## config.mk

```make
export PLATFORM = sky130hd
export DESIGN_NAME = ex_top
export DESIGN_NICKNAME = d
export VERILOG_FILES = /design/src/ex_op_pkg.sv /design/src/div_pkg.sv /design/src/div_unit.sv /design/src/alu.sv /design/src/ex_ctrl.sv /design/src/ex_top.sv
export VERILOG_INCLUDE_DIRS = /design/src
export SDC_FILE = /design/constraint.sdc
export NUM_CORES = 1
export LEC_CHECK = 0
export BUFFER_PORTS_ARGS = -buffer_cell sky130_fd_sc_hd__buf_4
export CORE_UTILIZATION = 35
export CTS_CLUSTER_DIAMETER = 50
export DETAILED_ROUTE_END_ITERATION = 12
export PLACE_DENSITY = 0.64
export SLEW_MARGIN = 40
export SYNTH_ARGS = -nofsm -noshare
export SYNTH_HDL_FRONTEND = slang
export SYNTH_SLANG_ARGS = --single-unit
```

## constraint.sdc

```tcl
create_clock -name clk -period 8.9 [get_ports clk]
set_input_delay 2.67 -clock clk [delete_from_list [all_inputs] [get_ports clk]]
set_output_delay 2.67 -clock clk [all_outputs]
set_load 0.05 [all_outputs]
```

## src/ex_consts.svh

```systemverilog
`ifndef EX_CONSTS_SVH
`define EX_CONSTS_SVH

// datapath width, fixed by the instruction set
`define EX_XLEN 32

// one quotient bit per iteration
`define EX_DIV_STEPS 32

// wide enough to hold EX_DIV_STEPS itself
`define EX_DIV_CNT_W 6

`endif

```

## src/ex_op_pkg.sv

```systemverilog
`default_nettype none

package ex_op_pkg;

    // execute opcodes
    typedef enum logic [3:0] {
        OP_ADD  = 4'd0,
        OP_SUB  = 4'd1,
        OP_AND  = 4'd2,
        OP_OR   = 4'd3,
        OP_XOR  = 4'd4,
        OP_SLL  = 4'd5,
        OP_SRL  = 4'd6,
        OP_SRA  = 4'd7,
        OP_SLT  = 4'd8,
        OP_SLTU = 4'd9,
        // handled by the divider, not the alu
        OP_DIV  = 4'd10,
        OP_DIVU = 4'd11
    } ex_op_e;

endpackage

`default_nettype wire

```

## src/div_pkg.sv

```systemverilog
`default_nettype none

package div_pkg;

    typedef enum logic [1:0] {
        DIV_IDLE   = 2'b00,
        DIV_BYZERO = 2'b01,
        DIV_ON     = 2'b10,
        DIV_DONE   = 2'b11
    } div_state_e;

endpackage

`default_nettype wire

```

## src/div_unit.sv

```systemverilog
`timescale 1ns/10ps
`default_nettype none

`include "ex_consts.svh"

module div_unit (
    input  logic                   clk,
    input  logic                   rst_n,
    input  logic [`EX_XLEN-1:0]    op1_data,
    input  logic [`EX_XLEN-1:0]    op2_data,
    input  logic                   start,
    input  logic                   annul,
    input  logic                   signed_div,
    output logic [2*`EX_XLEN-1:0]  div_result,
    output logic                   div_ready
);
    import div_pkg::*;

    div_state_e                state;
    logic [`EX_DIV_CNT_W-1:0]  cnt;
    // partial remainder above, quotient shifting in below
    logic [2*`EX_XLEN:0]       dividend;
    logic [`EX_XLEN-1:0]       divisor;
    logic [`EX_XLEN-1:0]       abs_op1;
    logic [`EX_XLEN-1:0]       abs_op2;
    logic [`EX_XLEN:0]         div_temp;
    logic                      neg_quot;
    logic                      neg_rem;

    assign abs_op1 = (signed_div && op1_data[`EX_XLEN-1]) ? (~op1_data + 1'b1) : op1_data;
    assign abs_op2 = (signed_div && op2_data[`EX_XLEN-1]) ? (~op2_data + 1'b1) : op2_data;

    // trial subtract, bit 32 set means the divisor did not fit
    assign div_temp = {1'b0, dividend[2*`EX_XLEN-1:`EX_XLEN]} - {1'b0, divisor};

    always_ff @(posedge clk) begin
        if (!rst_n) begin
            state      <= DIV_IDLE;
            div_ready  <= 1'b0;
            div_result <= '0;
        end else begin
            case (state)
                DIV_IDLE: begin
                    if (start && !annul) begin
                        if (op2_data == '0) begin
                            state <= DIV_BYZERO;
                        end else begin
                            state <= DIV_ON;
                        end
                    end else begin
                        div_ready  <= 1'b0;
                        div_result <= '0;
                    end
                end
                DIV_BYZERO: begin
                    state <= DIV_DONE;
                end
                DIV_ON: begin
                    if (annul) begin
                        state <= DIV_IDLE;
                    end else if (cnt == `EX_DIV_STEPS) begin
                        state <= DIV_DONE;
                    end
                end
                DIV_DONE: begin
                    div_result <= {dividend[2*`EX_XLEN:`EX_XLEN+1], dividend[`EX_XLEN-1:0]};
                    div_ready  <= 1'b1;
                    // start dropped, back to idle with everything cleared
                    if (!start) begin
                        state      <= DIV_IDLE;
                        div_ready  <= 1'b0;
                        div_result <= '0;
                    end
                end
                default: begin
                    state <= DIV_IDLE;
                end
            endcase
        end
    end

    // datapath
    always_ff @(posedge clk) begin
        case (state)
            DIV_IDLE: begin
                if (start && !annul && op2_data != '0) begin
                    cnt      <= '0;
                    dividend <= {{`EX_XLEN{1'b0}}, abs_op1, 1'b0};
                    divisor  <= abs_op2;
                    // signs kept here, operands may change later
                    neg_quot <= signed_div && (op1_data[`EX_XLEN-1] ^ op2_data[`EX_XLEN-1]);
                    neg_rem  <= signed_div && op1_data[`EX_XLEN-1];
                end
            end
            DIV_BYZERO: begin
                dividend <= '0;
            end
            DIV_ON: begin
                if (cnt != `EX_DIV_STEPS) begin
                    if (div_temp[`EX_XLEN]) begin
                        dividend <= {dividend[2*`EX_XLEN-1:0], 1'b0};
                    end else begin
                        dividend <= {div_temp[`EX_XLEN-1:0], dividend[`EX_XLEN-1:0], 1'b1};
                    end
                    cnt <= cnt + 1'b1;
                end else begin
                    // sign fixup
                    if (neg_quot) begin
                        dividend[`EX_XLEN-1:0] <= ~dividend[`EX_XLEN-1:0] + 1'b1;
                    end
                    if (neg_rem) begin
                        dividend[2*`EX_XLEN:`EX_XLEN+1] <=
                            ~dividend[2*`EX_XLEN:`EX_XLEN+1] + 1'b1;
                    end
                end
            end
            default: begin
            end
        endcase
    end

endmodule

`default_nettype wire

```

## src/alu.sv

```systemverilog
`timescale 1ns/10ps
`default_nettype none

`include "ex_consts.svh"

module alu (
    input  logic                 clk,
    input  logic                 rst_n,
    input  logic                 valid,
    input  ex_op_pkg::ex_op_e    op,
    input  logic [`EX_XLEN-1:0]  src_a,
    input  logic [`EX_XLEN-1:0]  src_b,
    output logic [`EX_XLEN-1:0]  result,
    output logic                 result_valid
);
    import ex_op_pkg::*;

    logic [`EX_XLEN-1:0]  alu_out;
    logic [4:0]           shamt;
    logic                 is_div;

    assign shamt  = src_b[4:0];
    assign is_div = (op == OP_DIV) || (op == OP_DIVU);

    always_comb begin
        case (op)
            OP_ADD:  alu_out = src_a + src_b;
            OP_SUB:  alu_out = src_a - src_b;
            OP_AND:  alu_out = src_a & src_b;
            OP_OR:   alu_out = src_a | src_b;
            OP_XOR:  alu_out = src_a ^ src_b;
            OP_SLL:  alu_out = src_a << shamt;
            OP_SRL:  alu_out = src_a >> shamt;
            OP_SRA:  alu_out = $signed(src_a) >>> shamt;
            OP_SLT: begin
                alu_out = {{(`EX_XLEN-1){1'b0}}, $signed(src_a) < $signed(src_b)};
            end
            OP_SLTU: begin
                alu_out = {{(`EX_XLEN-1){1'b0}}, src_a < src_b};
            end
            // divides never reach the result register
            default: alu_out = '0;
        endcase
    end

    always_ff @(posedge clk) begin
        if (!rst_n) begin
            result       <= '0;
            result_valid <= 1'b0;
        end else begin
            result_valid <= valid && !is_div;
            if (valid && !is_div) begin
                result <= alu_out;
            end
        end
    end

endmodule

`default_nettype wire

```

## src/ex_ctrl.sv

```systemverilog
`timescale 1ns/10ps
`default_nettype none

`include "ex_consts.svh"

module ex_ctrl (
    input  logic                   clk,
    input  logic                   rst_n,
    input  logic                   in_valid,
    input  ex_op_pkg::ex_op_e      op,
    input  logic [`EX_XLEN-1:0]    src_a,
    input  logic [`EX_XLEN-1:0]    src_b,
    input  logic                   flush,
    input  logic [2*`EX_XLEN-1:0]  div_result,
    input  logic                   div_ready,
    output logic                   start,
    output logic                   annul,
    output logic                   signed_div,
    output logic [`EX_XLEN-1:0]    op1,
    output logic [`EX_XLEN-1:0]    op2,
    output logic                   busy,
    output logic                   alu_valid,
    output logic [`EX_XLEN-1:0]    hi,
    output logic [`EX_XLEN-1:0]    lo
);
    import ex_op_pkg::*;

    logic is_div;
    logic accept_div;
    logic div_done;

    assign is_div     = (op == OP_DIV) || (op == OP_DIVU);
    assign alu_valid  = in_valid && !busy && !is_div;
    assign accept_div = in_valid && !busy && is_div;

    // start only falls together with busy, so ready seen here is ours
    assign div_done = busy && start && div_ready;

    always_ff @(posedge clk) begin
        if (!rst_n) begin
            busy  <= 1'b0;
            start <= 1'b0;
            annul <= 1'b0;
            hi    <= '0;
            lo    <= '0;
        end else begin
            annul <= 1'b0;
            if (accept_div) begin
                busy  <= 1'b1;
                start <= 1'b1;
            end else if (busy && flush) begin
                // cancel, hi/lo keep their old values
                busy  <= 1'b0;
                start <= 1'b0;
                annul <= 1'b1;
            end else if (div_done) begin
                busy  <= 1'b0;
                start <= 1'b0;
                hi    <= div_result[2*`EX_XLEN-1:`EX_XLEN];
                lo    <= div_result[`EX_XLEN-1:0];
            end
        end
    end

    // operands held for the whole divide
    always_ff @(posedge clk) begin
        if (accept_div) begin
            op1        <= src_a;
            op2        <= src_b;
            signed_div <= (op == OP_DIV);
        end
    end

endmodule

`default_nettype wire

```

## src/ex_top.sv

```systemverilog
`timescale 1ns/10ps
`default_nettype none

`include "ex_consts.svh"

module ex_top (
    input  logic                 clk,
    input  logic                 rst_n,
    input  logic                 in_valid,
    input  ex_op_pkg::ex_op_e    op,
    input  logic [`EX_XLEN-1:0]  src_a,
    input  logic [`EX_XLEN-1:0]  src_b,
    input  logic                 flush,
    output logic [`EX_XLEN-1:0]  result,
    output logic                 result_valid,
    output logic                 busy,
    output logic [`EX_XLEN-1:0]  hi,
    output logic [`EX_XLEN-1:0]  lo
);

    logic                   alu_valid;
    logic                   start;
    logic                   annul;
    logic                   signed_div;
    logic [`EX_XLEN-1:0]    op1;
    logic [`EX_XLEN-1:0]    op2;
    logic [2*`EX_XLEN-1:0]  div_result;
    logic                   div_ready;

    ex_ctrl u_ex_ctrl (
        .clk        (clk),
        .rst_n      (rst_n),
        .in_valid   (in_valid),
        .op         (op),
        .src_a      (src_a),
        .src_b      (src_b),
        .flush      (flush),
        .div_result (div_result),
        .div_ready  (div_ready),
        .start      (start),
        .annul      (annul),
        .signed_div (signed_div),
        .op1        (op1),
        .op2        (op2),
        .busy       (busy),
        .alu_valid  (alu_valid),
        .hi         (hi),
        .lo         (lo)
    );

    alu u_alu (
        .clk          (clk),
        .rst_n        (rst_n),
        .valid        (alu_valid),
        .op           (op),
        .src_a        (src_a),
        .src_b        (src_b),
        .result       (result),
        .result_valid (result_valid)
    );

    div_unit u_div_unit (
        .clk        (clk),
        .rst_n      (rst_n),
        .op1_data   (op1),
        .op2_data   (op2),
        .start      (start),
        .annul      (annul),
        .signed_div (signed_div),
        .div_result (div_result),
        .div_ready  (div_ready)
    );

endmodule

`default_nettype wire

```

# After elaboration in Yosys (flattened, before gate mapping)
# Cells that the tools add are included.
[totals] regBits=336 output_inout_bits=98 elab_cells=129
[classes] addsub=8 magnitude_cmp=2 eq_ne=24 shift=3 n_mux=30 bitwise=11 reduce_logical=32
[op_table] operator="$pmux W32 S10" n=1
[op_table] operator="$pmux W65 S3" n=1
[op_table] operator="$mux W32" n=6
[op_table] operator="$mux W65" n=2
[op_table] operator="$add A32 B1 Y32 const B" n=4
[op_table] operator="$mux W64" n=2
[op_table] operator="$not A32 Y32" n=4
[op_table] operator="$pmux W64 S2" n=1
[op_table] operator="$lt A32 B32 Y1" n=2
[op_table] operator="$sub A32 B32 Y33" n=1
[op_table] operator="$add A32 B32 Y32" n=1
[op_table] operator="$and A32 B32 Y32" n=1
[op_table] operator="$logic_not A32 Y1" n=1
[op_table] operator="$or A32 B32 Y32" n=1
[op_table] operator="$reduce_bool A32 Y1" n=1
[op_table] operator="$shl A32 B5 Y32" n=1
[op_table] operator="$shr A32 B5 Y32" n=1
[op_table] operator="$sshr A32 B5 Y32" n=1
[op_table] operator="$sub A32 B32 Y32" n=1
[op_table] operator="$xor A32 B32 Y32" n=1
[op_table] operator="$reduce_and A3 Y1" n=6
[op_table] operator="$eq A4 B3 Y1 const B" n=4
[op_table] operator="$eq A4 B4 Y1 const B" n=4
[op_table] operator="$mux W6" n=2
[op_table] operator="27 further kinds" n=60

# Logic depth before layout (Yosys ltp)
# Gate-level depths: netlist (run 1).
[logic_depth] ltp_word=5 depth_mapped=15

# Hierarchy
# From an unflattened synthesis (run 1), not the netlist that was laid out.
[unflattened] cells_unflattened=2986 area_unflattened_um2=25514.5
[modules_own_cells] mod="div_unit" instances=1 cells_per_inst=1265 area_per_inst_um2=11519.8
[modules_own_cells] mod="alu" instances=1 cells_per_inst=1365 area_per_inst_um2=9321.4
[modules_own_cells] mod="ex_ctrl" instances=1 cells_per_inst=356 area_per_inst_um2=4673.2

# Worst setup path after synthesis (run 1)
# Ideal clock, no wire load.
[synth_path] path_kind="input to register" start="input port op[1]" end="register u_ex_ctrl.op1[0], enable pin" setup_ns=0.584 t_arrival_ns=7.917 path_slack_ns=0.399 cell_stages=3 cell_sequence="clkbuf_1 > nand3b_1 > nor3b_1"
[synth_via] elab_chain_cells=3
[synth_lines] element="start, declared" line="ex_top.sv:10" source="input ex_op_pkg::ex_op_e op,"
[synth_lines] element="$eq A4 B4 Y1" line="ex_ctrl.sv:32" source="assign is_div = (op == OP_DIV) || (op == OP_DIVU);"
[synth_lines] element="$logic_or A1 B1 Y1 *" line="ex_ctrl.sv:32"
[synth_lines] element="$logic_and A1 B1 Y1 *" line="ex_ctrl.sv:34" source="assign accept_div = in_valid && !busy && is_div;"
[synth_lines] element="via u_ex_ctrl.accept_div" line="ex_ctrl.sv:29" source="logic accept_div;"
[synth_lines] element="end signal, assigned" line="ex_ctrl.sv:68" source="op1 <= src_a;"
[synth_lines] element="end, declared" line="ex_ctrl.sv:19" source="output logic [`EX_XLEN-1:0] op1,"
# The timed path passes the listed nets; every way through them passes the cells marked *.
# A chain may end at the register's enable or synchronous reset.

# Worst setup path after layout (run 1)
[layout_path] start="input port src_b[1]" end="register u_alu.result[21]"
[layout_via] elab_chain_cells=2
[layout_lines] element="start, declared" line="ex_top.sv:12" source="input logic [`EX_XLEN-1:0] src_b,"
[layout_lines] element="$sub A32 B32 Y32, or another cell as far along" line="alu.sv:28" source="OP_SUB: alu_out = src_a - src_b;"
[layout_lines] element="$pmux W32 S10 *" line="alu.sv:26" source="case (op)"
[layout_lines] element="end signal, assigned" line="alu.sv:53" source="result <= alu_out;"
[layout_lines] element="end, declared" line="alu.sv:13" source="output logic [`EX_XLEN-1:0] result,"
# Every way passes the cells marked *; elsewhere a longest branch is shown, timed or not.

==> impl_metrics.env, run 1 <==
export IMPL_synth_top_area_cell="edfxtp_1"
export IMPL_yosys_area_share_adder_pct=7.16
export IMPL_drc=0
export IMPL_synth_top_cells_by_count="370 x nand2_1, 328 x nor2_1, 302 x a21oi_1, 170 x edfxtp_1"
export IMPL_drtIter0Drc=3189
export IMPL_synth_top_family_by_area="compound AO/OA/AOI/OAI gates"
export IMPL_overflow=0
export IMPL_muxShareOfSynthArea_pct=6.31
export IMPL_cellLeakagePower_uw=0.0109
export IMPL_cts_tree="done"
export IMPL_slew_headroom_pct=36.0
export IMPL_yosysWarningCount=0
export IMPL_period_minus_slack_ns=6.03
export IMPL_synth_distinct_cells=89
export IMPL_hold_viol_final=0
export IMPL_yosysMostFrequentCell="nand2_1"
export IMPL_portBuffers=169
export IMPL_synthToLayoutAreaGrowth_pct=15.1
export IMPL_syn_num_nets=3288
export IMPL_first_pass_iters=8
export IMPL_routed_via_density=5.96
export IMPL_worst_setup_path_start_kind="input port"
export IMPL_cts_path_max_buffers=3
export IMPL_wl_per_cell_microns=22.8
export IMPL_die_area_sq_um=73400
export IMPL_cap_violations=0
export IMPL_synth_async_sr_flop_share_pct=0
export IMPL_synthCells=3073
export IMPL_maxSlewViolCount=0
export IMPL_fin_crit_sh_pct=67.8
export IMPL_cp_max_fo=45
export IMPL_fmax_mhz=166
export IMPL_grt_first_pass_wirelength_mm=142
export IMPL_fin_util_pct=40.7
export IMPL_fin_area_sq_um=29100
export IMPL_yosys_area_top_type_share_pct=20.2
export IMPL_ys_ff_latch=336
export IMPL_synth_seq_area_share_pct=33.3
export IMPL_grt_max_degree=84
export IMPL_cts_resized=0
export IMPL_syn_cell_area_sq_um=25300
export IMPL_rsz0062_at_grt="no"
export IMPL_core_area_sq_um=71500
export IMPL_reg2reg_from="u_div_unit.dividend[32]"
export IMPL_crit_arrival_ns=6.50
export IMPL_synth_flop_cell="edfxtp_1"
export IMPL_grt_pass1_vias=22600
export IMPL_status="complete, no violations"
export IMPL_synth_edf_count=170
export IMPL_synth_simple_gate_area_share_pct=18.5
export IMPL_cts_hold_buf=0
export IMPL_cts_sinks=336
export IMPL_place_area_sq_um=27400
export IMPL_startpoint="src_b[1]"
export IMPL_drive_gt1_share_pct=13.0
export IMPL_gp_congestion=1.01
export IMPL_r2r_setup_slack_ns=4.75
export IMPL_critPathKind="input port to flip-flop"
export IMPL_fillers=7238
export IMPL_regArea_sq_um=8430
export IMPL_clkSlewWorstSetupHoldPaths_ns=0.06
export IMPL_htree_levels=2
export IMPL_die_y_microns=271
export IMPL_multi_input_area_sq_um=15600
export IMPL_initial_core_util_pct=35.4
export IMPL_powerDensity_nw_per_um2=196
export IMPL_setup_violations=0
export IMPL_peakVddDrop_uv=147
export IMPL_grt_total_usage_pct=24.8
export IMPL_r2r_end="u_div_unit.dividend[58]"
export IMPL_numCtsBuffers=49
export IMPL_antenna_found_initial=4
export IMPL_postCtsSetupRepairBufs=0
export IMPL_vias=24600
export IMPL_reg2reg_depth=14
export IMPL_clock_latency_ns=0.62
export IMPL_fin_setup_tns_ns=0
export IMPL_holdCritPathClass="flip-flop to flip-flop"
export IMPL_synth_xor_area_share_pct=4.12
export IMPL_drt_total_wl_mm=94.0
export IMPL_avgSynthCellArea_sq_um=8.24
export IMPL_dieWidth_microns=271
export IMPL_p_total_uw=5720
export IMPL_rows=98
export IMPL_nets=3346
export IMPL_ys_top_cells_by_area="edfxtp_1 20%, dfxtp_1 13%, ha_1 6.9%, a21oi_1 6.0%, nand2_1 5.5%"
export IMPL_required_ns=9.37
export IMPL_worst_slew_pin_slew_ns=0.956
export IMPL_ant_nets=0
export IMPL_synth_compound_gate_area_share_pct=25.2
export IMPL_io_pins=170
export IMPL_placed_cells_incl_taps=4029
export IMPL_layout_cells_non_filler=4123
export IMPL_cp_endpoint="u_alu.result[21]"
export IMPL_end_kind="flip-flop"
export IMPL_root_buffer="clkbuf_16"
export IMPL_place_hpwl_mm=68.9
export IMPL_skew_ns=0.0350
-- worst max-delay path, cell delays in order --
cell and delay [ns]:
buf_4 0.12, clkinv_1 0.04, buf_4 0.48, ha_1 0.39, or2_2 0.33, a221oi_1 0.38
o32ai_1 0.18, o311a_1 0.42, o211ai_1 0.50, nand2_1 0.22, a221o_1 0.38, a221oi_1 0.27
o21ai_0 0.10
-- cells by family after synthesis --
kind of cell	Yosys count
AND/OR/NAND/NOR	1024
AO/OA/AOI/OAI	972
buffers and inverters	365
flip-flops	336
adder cells (fa/ha/maj)	143
XOR/XNOR	119
multiplexers	114
-- report_power, final --
group | leakage, uW | total (uW) | switching, uW | internal [uW]
registers | 0.00291 | 2030 | 211 | 1820
logic | 0.00716 | 1700 | 1110 | 588
clock network | 0.000838 | 1990 | 795 | 1190
-- per-layer routing --
layer	share of wire [%]	track usage [%]	vias to the layer above
met4	3.7	9.35	2
li1	-	-	11500
met1	42	34.1	11700
met3	9.7	4.85	220
met5	0.014	0	-
met2	44	38.2	1236
-- stage by stage --
step | hold WS (ns) | setup slack (ns)
CTS | 0.456 | 2.95
floorplan | 0.432 | 0.399
detailed placement | 0.446 | 2.35
global route | 0.470 | 2.69
global placement | 0.442 | 2.44
finish | 0.451 | 2.87
-- sequential cells by signal, summed over array words and instances, names as in the netlist --
register and flops:
u_div_unit.div_result 64, u_ex_ctrl.op2 32, u_ex_ctrl.op1 32, u_ex_ctrl.signed_div 1, u_div_unit.cnt 6, u_div_unit.neg_rem 1, u_div_unit.div_ready 1, u_ex_ctrl.hi 32
u_div_unit.neg_quot 1, u_div_unit.divisor 32, u_alu.result_valid 1, u_ex_ctrl.annul 1, u_alu.result 32, u_div_unit.state 2, u_ex_ctrl.start 1, u_ex_ctrl.lo 32
u_div_unit.dividend 65
-- cells in the final DEF (no fill, tap or decap), types with 49 or more instances in the layout --
master,instances
nand2_1,369
nor2_1,324
a21oi_1,301
buf_4,207
edfxtp_1,170
dfxtp_1,166
o21ai_0,165
inv_1,158
ha_1,140
xnor2_1,75
a22oi_1,75
nor3_1,67
mux2i_1,55
nand3_1,49
clkbuf_16,49
-- cell type report --
class | count | share of cell area, %
Timing Repair Buffer | 210 | 5.48
Inverter | 162 | 2.10
Tap cell | 950 | 4.08
Clock inverter | 31 | 1.32
Multi-Input combinational cell | 2372 | 53.6
Antenna cell | 1 | 0.00859
Sequential cell | 336 | 28.9
Clock buffer | 61 | 4.51
-- worst min path at each step --
stage,to,startpoint,cells after the start
finish,u_ex_ctrl.lo[22],u_div_unit.div_result[22],2
global route,u_ex_ctrl.hi[13],u_ex_ctrl.hi[13],2
CTS,u_ex_ctrl.hi[9],u_div_unit.div_result[41],2
detailed placement,u_ex_ctrl.hi[9],u_div_unit.div_result[41],2
global placement,u_ex_ctrl.hi[10],u_div_unit.div_result[42],2
floorplan,u_ex_ctrl.hi[27],u_div_unit.div_result[59],2
Power figures use the tool's default switching activity.
==> run 2: changes to the inputs <==
- PLACE_DENSITY: 0.64 -> 0.62
- clock period: 8.9 -> 5.7 ns (I/O delays scaled with it)
==> impl_metrics.env, run 2 (synthesis results as in run 1) <==
export IMPL_min_path_cells=2
export IMPL_place_area_sq_um=27600
export IMPL_first_pass_iters=8
export IMPL_worst_slew_pin_slew_ns=0.882
export IMPL_cts_hold_buf=0
export IMPL_slew_headroom_pct=41.0
export IMPL_routed_via_density=5.90
export IMPL_grt_total_usage_pct=25.3
export IMPL_numCtsBuffers=52
export IMPL_core_area_sq_um=71500
export IMPL_clock_latency_ns=0.63
export IMPL_fin_area_sq_um=29400
export IMPL_rsz0062_at_grt="no"
export IMPL_required_ns=6.21
export IMPL_r2r_setup_slack_ns=1.54
export IMPL_reg2reg_from="u_div_unit.dividend[32]"
export IMPL_dieWidth_microns=271
export IMPL_hold_viol_final=0
export IMPL_grt_pass1_vias=23100
export IMPL_worstHoldStart="u_div_unit.div_result[16]"
export IMPL_cp_max_fo=10
export IMPL_clkSlewWorstSetupHoldPaths_ns=0.06
export IMPL_die_area_sq_um=73400
export IMPL_drtIter0Drc=2610
export IMPL_fin_crit_sh_pct=80.2
export IMPL_maxSlewViolCount=0
export IMPL_period_minus_slack_ns=4.57
export IMPL_regMostFlops="u_div_unit.dividend"
export IMPL_gp_congestion=1.01
export IMPL_fin_setup_tns_ns=0
export IMPL_antenna_found_initial=4
export IMPL_synthToLayoutAreaGrowth_pct=16.3
export IMPL_grt_max_degree=82
export IMPL_wl_per_cell_microns=23.1
export IMPL_reg2reg_depth=14
export IMPL_fmax_mhz=219
export IMPL_crit_arrival_ns=5.08
export IMPL_setup_violations=0
export IMPL_layout_common_cells="369 x nand2_1, 324 x nor2_1, 301 x a21oi_1"
export IMPL_powerDensity_nw_per_um2=307
export IMPL_die_y_microns=271
export IMPL_place_hpwl_mm=71.3
export IMPL_end_kind="flip-flop"
export IMPL_drt_total_wl_mm=95.9
export IMPL_skew_ns=0.0451
export IMPL_holdCritPathClass="flip-flop to flip-flop"
export IMPL_postCtsSetupRepairBufs=0
export IMPL_cts_path_max_buffers=3
export IMPL_nets=3379
export IMPL_cts_resized=0
export IMPL_cellLeakagePower_uw=0.0111
export IMPL_biggestRegsByFlops="u_div_unit.dividend x65, u_div_unit.div_result x64"
export IMPL_initial_core_util_pct=35.4
export IMPL_pre_cts_ws_ns=0.576
export IMPL_cap_violations=0
export IMPL_critPathKind="input port to flip-flop"
export IMPL_grt_first_pass_wirelength_mm=144
export IMPL_layout_setup_ws_ns=1.13
export IMPL_grtUsageMet2_pct=39.5
export IMPL_cts_sinks=336
export IMPL_met3_usage_pct=4.11
export IMPL_ant_nets=0
export IMPL_peakVddDrop_uv=229
export IMPL_vias=24600
export IMPL_r2r_end="u_div_unit.dividend[58]"
export IMPL_drive_gt1_share_pct=13.9
export IMPL_largest_reg_flops=65
export IMPL_portBuffers=169
export IMPL_rows=98
export IMPL_status="complete, no violations"
export IMPL_worst_setup_path_start_kind="input port"
export IMPL_overflow=0
export IMPL_htree_levels=2
export IMPL_root_buffer="clkbuf_16"
export IMPL_layout_commonest_cell="nand2_1"
export IMPL_grt_use_met1_pct=34.1
export IMPL_drc=0
export IMPL_io_pins=170
export IMPL_cts_tree="done"
export IMPL_hold_end="u_ex_ctrl.lo[16]"
export IMPL_fin_util_pct=41.2
export IMPL_top_usage_layer="met2"
run 2: how the worst max path moves through the flow:
| stage | from | end | slack, ns | cells after the start |
|---|---|---|---|---|
| 6_report | src_a[10] | u_alu.result[28] | 1.13 | 12 |
| 5_1_grt | src_a[2] | u_alu.result[27] | 0.92 | 12 |
| 4_1_cts | src_a[10] | u_alu.result[28] | 1.21 | 12 |
| 3_5_place_dp | src_a[10] | u_alu.result[28] | 0.58 | 12 |
| 3_3_place_gp | src_a[10] | u_alu.result[28] | 0.64 | 12 |
| 2_1_floorplan | src_b[2] | u_alu.result[27] | 0.25 | 15 |
run 2: area by class of cell:
class | instances | area, sq um
Clock buffer | 59 | 1350
Inverter | 162 | 611
Timing Repair Buffer | 240 | 1860
Sequential cell | 336 | 8430
Tap cell | 950 | 1190
Antenna cell | 2 | 5.00
Multi-Input combinational cell | 2372 | 15600
Clock inverter | 38 | 400
Fill cell | 7320 | 42000
run 2: where the power goes:
group	switching (uW)	internal (uW)	leakage [uW]
Combinational	1730	934	0.00732
Sequential	324	2840	0.00291
Clock	1330	1860	0.000853
Total	3390	5630	0.0111
run 2: worst max-delay path: stages:
cell	delay [ns]
buf_4	0.18
inv_1	0.08
ha_1	0.48
or2_2	0.36
nor4_1	0.18
o211ai_1	0.24
a2111o_1	0.48
a211oi_1	0.57
a211oi_1	0.16
nor4b_1	0.37
or3_1	0.17
a31oi_1	0.08
run 2: metal layers:
layer / share of wire [%] / wire length (microns)
met2: 44 / 42500
met4: 4.5 / 4320
met5: 0.014 / 13
met3: 8.8 / 8480
met1: 42 / 40600
run 2: through the flow:
stage	cells	hold slack, ns	power, uW
after floorplan	3073	0.432	4960
after global placement	4058	0.442	5820
after detailed placement	4058	0.447	5830
after CTS	4155	0.455	9050
after global routing	4157	0.470	9470
final	4159	0.451	9030
